File: config.mk
export PLATFORM = sky130hd
export DESIGN_NAME = mem_hub_top
export DESIGN_NICKNAME = d
export VERILOG_FILES = /design/src/source/hub_cfg_pkg.sv /design/src/source/hub_mem_pkg.sv /design/src/source/request_queue.sv /design/src/source/request_port.sv /design/src/source/rr_arbiter.sv /design/src/source/scratchpad_bank.sv /design/src/source/mem_hub_top.sv
export SDC_FILE = /design/constraint.sdc
export NUM_CORES = 2
export LEC_CHECK = 0
export ABC_AREA = 0
export BUFFER_PORTS_ARGS = -buffer_cell sky130_fd_sc_hd__buf_4
export CAP_MARGIN = 20
export CORE_UTILIZATION = 30
export DETAILED_ROUTE_END_ITERATION = 10
export GPL_TIMING_DRIVEN = 0
export PLACE_DENSITY_LB_ADDON = 0.05
export SYNTH_ARGS = -nofsm -noshare
export SYNTH_HDL_FRONTEND = slang
export SYNTH_MEMORY_MAX_BITS = 65536
export SYNTH_SLANG_ARGS = --single-unit
export TNS_END_PERCENT = 30
File: constraint.sdc
create_clock -name clk -period 6.65 [get_ports clk]
set_input_delay 0.3325 -clock clk [delete_from_list [all_inputs] [get_ports clk]]
set_output_delay 0.3325 -clock clk [all_outputs]
set_load 0.005 [all_outputs]
File: src/source/hub_cfg_pkg.sv
`default_nettype none

package hub_cfg_pkg;

    // --------------------
    // hub structure
    // --------------------

    // peer requesters sharing the scratchpad
    localparam int num_ports = 2;

    // width of a port number on grant and response paths
    localparam int port_idx_width = 1;

endpackage

`default_nettype wire

File: src/source/hub_mem_pkg.sv
`default_nettype none

package hub_mem_pkg;

    // --------------------
    // scratchpad geometry
    // --------------------

    localparam int addr_width = 8;
    localparam int data_width = 16;
    localparam int tag_width  = 8;

    // --------------------
    // request word
    // --------------------

    // write view holds address and store data
    typedef struct packed {
        logic [addr_width-1:0] addr;
        logic [data_width-1:0] data;
    } req_write_t;

    // read view keeps the address where the write view has it
    typedef struct packed {
        logic [addr_width-1:0] addr;
        logic [tag_width-1:0]  tag;
        logic [7:0]            pad;
    } req_read_t;

    // one word decoded by the op bit that travels next to it
    typedef union packed {
        req_write_t wr;
        req_read_t  rd;
    } req_word_t;

    // queue entry is op bit plus request word
    localparam int queue_width = 1 + $bits(req_word_t);

endpackage

`default_nettype wire

File: src/source/request_queue.sv
`timescale 1ns/1ns
`default_nettype none

module request_queue #(
    parameter int data_width = 1,
    parameter int size       = 4,
    parameter bit buffered   = 0
) (
    input  wire                   clk,
    input  wire                   reset,
    input  wire                   push,
    input  wire                   pop,
    input  wire  [data_width-1:0] data_in,
    output logic [data_width-1:0] data_out,
    output logic                  empty,
    output logic                  full
);

    logic reading;
    logic writing;

    // requests into a full queue and pops from an empty one are dropped here
    assign reading = pop && !empty;
    assign writing = push && !full;

    if (size == 1) begin : g_single

        logic [data_width-1:0] head_r;
        logic                  valid_r;

        always_ff @(posedge clk) begin
            if (reset) begin
                valid_r <= 1'b0;
            end else if (writing) begin
                valid_r <= 1'b1;
            end else if (reading) begin
                valid_r <= 1'b0;
            end
        end

        always_ff @(posedge clk) begin
            if (writing) begin
                head_r <= data_in;
            end
        end

        assign data_out = head_r;
        assign empty    = !valid_r;
        assign full     = valid_r;

    end else begin : g_multi

        localparam int addr_bits = $clog2(size);

        logic [data_width-1:0] mem [size];

        if (!buffered) begin : g_plain

            // pointers carry an extra wrap bit to tell full from empty
            logic [addr_bits:0] rd_ptr_r;
            logic [addr_bits:0] wr_ptr_r;

            always_ff @(posedge clk) begin
                if (reset) begin
                    rd_ptr_r <= '0;
                    wr_ptr_r <= '0;
                end else begin
                    if (writing) begin
                        wr_ptr_r <= wr_ptr_r + 1'b1;
                    end
                    if (reading) begin
                        rd_ptr_r <= rd_ptr_r + 1'b1;
                    end
                end
            end

            always_ff @(posedge clk) begin
                if (writing) begin
                    mem[wr_ptr_r[addr_bits-1:0]] <= data_in;
                end
            end

            assign data_out = mem[rd_ptr_r[addr_bits-1:0]];
            assign empty    = (rd_ptr_r == wr_ptr_r);
            assign full     = (rd_ptr_r[addr_bits-1:0] == wr_ptr_r[addr_bits-1:0])
                           && (rd_ptr_r[addr_bits] != wr_ptr_r[addr_bits]);

        end else begin : g_buffered

            logic [addr_bits-1:0]  wr_ptr_r;
            logic [addr_bits-1:0]  rd_ptr_r;
            logic [addr_bits-1:0]  rd_next_r;
            logic [addr_bits:0]    count_r;
            logic                  empty_r;
            logic                  full_r;
            logic                  bypass_r;
            logic [data_width-1:0] head_r;
            logic [data_width-1:0] curr_r;

            always_ff @(posedge clk) begin
                if (reset) begin
                    wr_ptr_r  <= '0;
                    rd_ptr_r  <= '0;
                    rd_next_r <= addr_bits'(1);
                    count_r   <= '0;
                    empty_r   <= 1'b1;
                    full_r    <= 1'b0;
                    bypass_r  <= 1'b0;
                end else begin
                    if (writing) begin
                        wr_ptr_r <= wr_ptr_r + 1'b1;
                    end
                    if (reading) begin
                        rd_ptr_r  <= rd_next_r;
                        rd_next_r <= rd_next_r + 1'b1;
                    end

                    if (writing && !reading) begin
                        count_r <= count_r + 1'b1;
                        empty_r <= 1'b0;
                        full_r  <= (count_r == (addr_bits + 1)'(size - 1));
                    end else if (reading && !writing) begin
                        count_r <= count_r - 1'b1;
                        empty_r <= (count_r == (addr_bits + 1)'(1));
                        full_r  <= 1'b0;
                    end

                    // new entry becomes the head when queue is empty or about to be
                    bypass_r <= writing
                             && (empty_r || (reading && (count_r == (addr_bits + 1)'(1))));
                end
            end

            always_ff @(posedge clk) begin
                if (writing) begin
                    mem[wr_ptr_r] <= data_in;
                end
                curr_r <= data_in;
                head_r <= mem[reading ? rd_next_r : rd_ptr_r];
            end

            assign data_out = bypass_r ? curr_r : head_r;
            assign empty    = empty_r;
            assign full     = full_r;

        end
    end

endmodule

`default_nettype wire

File: src/source/request_port.sv
`timescale 1ns/1ns
`default_nettype none

module request_port #(
    parameter int queue_size     = 4,
    parameter bit queue_buffered = 0
) (
    input  wire                    clk,
    input  wire                    reset,
    input  wire                    req_strobe,
    input  wire                    req_write,
    input  wire hub_mem_pkg::req_word_t req_word,
    input  wire                    grant,
    output logic                   queue_empty,
    output logic                   head_write,
    output hub_mem_pkg::req_word_t head_word,
    output logic                   overflow
);
    import hub_mem_pkg::*;

    logic [queue_width-1:0] queue_in;
    logic [queue_width-1:0] queue_out;
    logic                   queue_full;

    // op bit rides at the top of the entry
    assign queue_in   = {req_write, req_word};
    assign head_write = queue_out[queue_width-1];
    assign head_word  = queue_out[queue_width-2:0];

    request_queue #(
        .data_width (queue_width),
        .size       (queue_size),
        .buffered   (queue_buffered)
    ) u_queue (
        .clk      (clk),
        .reset    (reset),
        .push     (req_strobe),
        .pop      (grant),
        .data_in  (queue_in),
        .data_out (queue_out),
        .empty    (queue_empty),
        .full     (queue_full)
    );

    // sticky until reset
    always_ff @(posedge clk) begin
        if (reset) begin
            overflow <= 1'b0;
        end else if (req_strobe && queue_full) begin
            overflow <= 1'b1;
        end
    end

endmodule

`default_nettype wire

File: src/source/rr_arbiter.sv
`timescale 1ns/1ns
`default_nettype none

module rr_arbiter (
    input  wire                                     clk,
    input  wire                                     reset,
    input  wire                                     queue_empty_0,
    input  wire                                     queue_empty_1,
    output logic                                    grant_0,
    output logic                                    grant_1,
    output logic [hub_cfg_pkg::port_idx_width-1:0] grant_port
);
    import hub_cfg_pkg::*;

    logic [num_ports-1:0]      requests;
    logic [num_ports-1:0]      grants;
    logic [port_idx_width-1:0] last_r;

    assign requests = {!queue_empty_1, !queue_empty_0};

    always_comb begin
        if (&requests) begin
            // both waiting so hand over to the port not served last
            grant_port = (last_r == port_idx_width'(0)) ? port_idx_width'(1)
                                                        : port_idx_width'(0);
        end else if (requests[1]) begin
            grant_port = port_idx_width'(1);
        end else begin
            grant_port = '0;
        end
        grants             = '0;
        grants[grant_port] = |requests;
    end

    // start as if the last port was served so port 0 wins the first tie
    always_ff @(posedge clk) begin
        if (reset) begin
            last_r <= port_idx_width'(num_ports - 1);
        end else if (|requests) begin
            last_r <= grant_port;
        end
    end

    assign grant_0 = grants[0];
    assign grant_1 = grants[1];

endmodule

`default_nettype wire

File: src/source/scratchpad_bank.sv
`timescale 1ns/1ns
`default_nettype none

module scratchpad_bank (
    input  wire                                     clk,
    input  wire                                     reset,
    input  wire                                     cmd_strobe,
    input  wire                                     cmd_write,
    input  wire hub_mem_pkg::req_word_t            cmd_word,
    input  wire  [hub_cfg_pkg::port_idx_width-1:0] cmd_port,
    output logic                                    rsp_strobe,
    output logic [hub_cfg_pkg::port_idx_width-1:0] rsp_port,
    output logic [hub_mem_pkg::tag_width-1:0]      rsp_tag,
    output logic [hub_mem_pkg::data_width-1:0]     rsp_data
);
    import hub_mem_pkg::*;

    logic [data_width-1:0] mem [2**addr_width];
    logic                  do_write;
    logic                  do_read;

    assign do_write = cmd_strobe && cmd_write;
    assign do_read  = cmd_strobe && !cmd_write;

    always_ff @(posedge clk) begin
        if (reset) begin
            rsp_strobe <= 1'b0;
        end else begin
            rsp_strobe <= do_read;
        end
    end

    // --------------------
    // storage and read path
    // --------------------

    always_ff @(posedge clk) begin
        if (do_write) begin
            mem[cmd_word.wr.addr] <= cmd_word.wr.data;
        end
        if (do_read) begin
            rsp_data <= mem[cmd_word.rd.addr];
            rsp_tag  <= cmd_word.rd.tag;
            rsp_port <= cmd_port;
        end
    end

endmodule

`default_nettype wire

File: src/source/mem_hub_top.sv
`timescale 1ns/1ns
`default_nettype none

module mem_hub_top #(
    parameter int queue_size     = 4,
    parameter bit queue_buffered = 0
) (
    input  wire                                     clk,
    input  wire                                     reset,
    input  wire                                     req_strobe_0,
    input  wire                                     req_write_0,
    input  wire hub_mem_pkg::req_word_t            req_word_0,
    input  wire                                     req_strobe_1,
    input  wire                                     req_write_1,
    input  wire hub_mem_pkg::req_word_t            req_word_1,
    output logic                                    rsp_strobe,
    output logic [hub_cfg_pkg::port_idx_width-1:0] rsp_port,
    output logic [hub_mem_pkg::tag_width-1:0]      rsp_tag,
    output logic [hub_mem_pkg::data_width-1:0]     rsp_data,
    output logic                                    overflow_0,
    output logic                                    overflow_1
);
    import hub_cfg_pkg::*;
    import hub_mem_pkg::*;

    logic                      queue_empty_0;
    logic                      queue_empty_1;
    logic                      head_write_0;
    logic                      head_write_1;
    req_word_t                 head_word_0;
    req_word_t                 head_word_1;
    logic                      grant_0;
    logic                      grant_1;
    logic [port_idx_width-1:0] grant_port;
    logic                      cmd_strobe;
    logic                      cmd_write;
    req_word_t                 cmd_word;

    request_port #(
        .queue_size     (queue_size),
        .queue_buffered (queue_buffered)
    ) u_port_0 (
        .clk         (clk),
        .reset       (reset),
        .req_strobe  (req_strobe_0),
        .req_write   (req_write_0),
        .req_word    (req_word_0),
        .grant       (grant_0),
        .queue_empty (queue_empty_0),
        .head_write  (head_write_0),
        .head_word   (head_word_0),
        .overflow    (overflow_0)
    );

    request_port #(
        .queue_size     (queue_size),
        .queue_buffered (queue_buffered)
    ) u_port_1 (
        .clk         (clk),
        .reset       (reset),
        .req_strobe  (req_strobe_1),
        .req_write   (req_write_1),
        .req_word    (req_word_1),
        .grant       (grant_1),
        .queue_empty (queue_empty_1),
        .head_write  (head_write_1),
        .head_word   (head_word_1),
        .overflow    (overflow_1)
    );

    rr_arbiter u_arbiter (
        .clk           (clk),
        .reset         (reset),
        .queue_empty_0 (queue_empty_0),
        .queue_empty_1 (queue_empty_1),
        .grant_0       (grant_0),
        .grant_1       (grant_1),
        .grant_port    (grant_port)
    );

    // granted head goes to the scratchpad
    assign cmd_strobe = grant_0 || grant_1;
    assign cmd_write  = (grant_port == port_idx_width'(1)) ? head_write_1 : head_write_0;
    assign cmd_word   = (grant_port == port_idx_width'(1)) ? head_word_1 : head_word_0;

    scratchpad_bank u_scratchpad (
        .clk        (clk),
        .reset      (reset),
        .cmd_strobe (cmd_strobe),
        .cmd_write  (cmd_write),
        .cmd_word   (cmd_word),
        .cmd_port   (grant_port),
        .rsp_strobe (rsp_strobe),
        .rsp_port   (rsp_port),
        .rsp_tag    (rsp_tag),
        .rsp_data   (rsp_data)
    );

endmodule

`default_nettype wire

==> flow_summary.yaml <==
status:
  outcome: "finished, violations left"
  violations: "max-slew violations, negative setup slack"
timing:
  period_share_pct: 104.5
  relSlewSlack_pct: -10.72
  fmax_mhz: 143.9
  min_period_ns: 6.948
  hold_viol_final: 0
  fin_skew_ns: 0.07029
  maxSlewViolCount: 10
  hold_ws_ns: 0.04495
  setup_slack_ns: -0.2979
  setup-violations-final: 109
  rsz0062_at_grt: "yes"
  tightestPinTransition_ns: 1.661
final_layout:
  final_nets: 13133
  area_growth_pct: 22.09
  drive_gt1_share_pct: 14.77
  final.fill_count: 53748
  final_area_mm2: 0.2087
synth:
  async_reset_ff_share_pct: 0
  ys_seq_elements: 4341
  yosysTopAreaCellShare_pct: 75.92
  synth_area_leaders: "edfxtp_1 (76%), nand2_1 (6.3%), mux2i_1 (1.9%), nand3_1 (1.6%), and3_1 (1.6%)"
  yosysMostFrequentCell: "edfxtp_1"
  synth.cell_area_mm2: 0.1709
  yosysTopAreaCell: "edfxtp_1"
  synth_edf_count: 4321
  netlist_top_cells_count: "edfxtp_1 (4,321), nand2_1 (2,890), nand3_1 (562)"
  syn_area_per_cell_um2: 14.35
  ys_types: 79
  synth_cells: 11914
  yosysSeqAreaShare_pct: 76.15
  synth_nets: 11978
  synthFlopType: "edfxtp_1"
  yosysWarnings: 0
critical_path:
  cp_max_fo: 11
  crit_path_end: "u_scratchpad.rsp_data[12]"
  setup.worst_path.start_class: "flip-flop"
  criticalPathCategory: "flip-flop to flip-flop"
  endpoint_kind: "flip-flop"
  cp.arrival_ns: 7.64
  rr_worst_depth: 14
  rr_endpoint: "u_scratchpad.rsp_data[12]"
  r2r_setup_slack_ns: -0.30
  worstPathRequired_ns: 7.34
grt:
  grtUsageTotal_pct: 28.10
  met1_usage_pct: 36.49
  use_met3_pct: 7.781
  grt_pass1_wl_um: 1069000
  grt_busiest_layer: "met2"
  overflow: 0
  grt_start_max_net_pins: 86
  antenna_found_initial: 151
  grt_use_met2_pct: 43.24
  grt_pass1_vias: 110855
place:
  dp_hpwl_um: 613100
  gp_congestion: 0.9835
  port_buffers: 80
  dpl_cell_area_mm2: 0.1910
routing:
  first_pass_iters: 6
  num_vias: 117077
  drt-initial-drc-count: 16423
  ant_nets: 0
  drc_errors: 0
  vias_per_cell: 5.561
  routedWlPerCell_um: 39.36
  finalWirelength_um: 828600
floorplan:
  initial_utilization_pct: 30.18
  die_height_um: 756.8
  dieArea_mm2: 0.5727
  die_x_um: 756.8
  core-area_mm2: 0.5663
  fp-row-count: 276
  io_pins: 82
job:
  cap_violations: 0
clock_tree:
  cts_tree: "built"
  h-tree-depth: 6
  cts_buffer_depth: 4
  root_buffer: "clkbuf_16"
  clkSinkCount: 4341
  path_clk_slew_ns: 0.06
  clk_latency_ns: 1.14
  cts-buffers-inserted: 525
min_path:
  worstHoldPathType: "input port to flip-flop"
  holdCritStartpoint: "req_word_0[9]"
[what timing repair did]
item                       in CTS  in global routing
gates resized for setup        82                  9
hold endpoints to repair      218                  0
pin swaps                      16                  2
setup endpoints to repair    1264                 35
buffers inserted                2                  0
hold buffers                   91                  0
[worst min-delay path by stage]
stage	to	slack, ns	cells past startpoint
2_1_floorplan	u_port_0.u_queue.g_multi.mem[0][0]	0.43	0
4_1_cts	u_port_0.u_queue.g_multi.mem[1][15]	0.001	2
3_5_place_dp	u_port_0.overflow	0.50	2
3_3_place_gp	u_port_0.overflow	0.52	2
6_report	u_port_0.u_queue.g_multi.mem[1][9]	0.04	2
5_1_grt	u_port_0.u_queue.g_multi.mem[0][7]	0.04	2
[worst max-delay path, stage by stage, from the launching register on]
cell,delay (ns)
dfxtp_1,0.31
clkbuf_1,0.40
buf_2,0.39
mux4_2,0.40
nand3_4,0.19
nand2_2,0.36
buf_6,0.37
buf_2,0.63
buf_4,0.50
a311oi_1,0.31
o41ai_4,0.54
nand4_1,0.70
nor4_4,0.72
buf_6,0.25
nand4b_1,0.36
[placed cells by master, fill, tap and decap left out, types with 80 or more instances in the layout]
| cell type | netlist | routed |
|---|---|---|
| o22ai_1 | 126 | 126 |
| a311oi_1 | 305 | 305 |
| edfxtp_1 | 4321 | 4321 |
| buf_1 | 105 | 89 |
| buf_2 | 246 | 240 |
| mux2i_1 | 324 | 323 |
| buf_4 | 20 | 139 |
| diode_2 | 0 | 81 |
| nor2_2 | 4 | 227 |
| nand3_1 | 562 | 559 |
| a31oi_1 | 339 | 338 |
| a22oi_1 | 83 | 80 |
| clkinv_1 | 0 | 125 |
| buf_16 | 0 | 181 |
| a211oi_1 | 278 | 277 |
| nand4_1 | 82 | 82 |
| clkbuf_16 | 0 | 540 |
| dlygate4sd3_1 | 0 | 91 |
| buf_8 | 0 | 196 |
| a21oi_1 | 206 | 203 |
| nand2_1 | 2890 | 2874 |
| o21ai_0 | 276 | 273 |
| and3_1 | 434 | 434 |
| a32oi_1 | 95 | 95 |
| clkbuf_1 | 464 | 510 |
[stage by stage]
step | util, % | std cells | worst slack (ns) | TNS [ns]
after floorplan | - | 11914 | 0.7469 | 0
after global placement | 31.94 | 19500 | -8.438 | -
after detailed placement | 33.72 | 19952 | -1.198 | -248.43
after CTS | 36.79 | 20964 | -0.004854 | -0.004854
after global routing | 36.81 | 20981 | -0.02253 | -0.02688
final | 36.85 | 21052 | -0.2979 | -8.533
[routing by layer]
| layer | wire, um | part of all wire [%] |
|---|---|---|
| met2 | 369200 | 45 |
| met4 | 45820 | 5.5 |
| met3 | 80110 | 9.7 |
| met1 | 333300 | 40 |
| met5 | 241 | 0.029 |
[layout make-up]
| cell class | instances | area, um2 | share of cell area (%) |
|---|---|---|---|
| flip-flops and latches | 4341 | 130200 | 62.37 |
| multi-input cells | 6719 | 38410 | 18.41 |
| clock buffers | 671 | 14010 | 6.716 |
| repair buffers | 632 | 10460 | 5.011 |
| well taps | 7506 | 9392 | 4.501 |
| plain buffers | 843 | 3857 | 1.849 |
| clock inverters | 252 | 2156 | 1.033 |
| diodes | 81 | 202.7 | 0.09713 |
| inverters | 7 | 26.28 | 0.01259 |
[kinds of logic after synthesis]
| logic type | after synthesis | synth area share (%) |
|---|---|---|
| simple gates | 4408 | 11.10 |
| flops | 4341 | 76.15 |
| compound gates | 1907 | 7.849 |
| buf+inv | 854 | 2.152 |
| mux | 377 | 2.578 |
| xor+xnor | 17 | 0.09590 |
| fa+ha+maj | 10 | 0.07321 |
[sequential cells by signal (all words and copies together) (netlist names), 8 cells and up, named ones only]
signal and flops:
u_scratchpad.rsp_tag 8, u_port_1.u_queue.g_multi.mem 100, u_scratchpad.rsp_data 16, u_port_0.u_queue.g_multi.mem 100, u_scratchpad.mem 4096
Power is not shown: default switching activity piles up to over one toggle a cycle in this logic, so the estimate is an artifact.
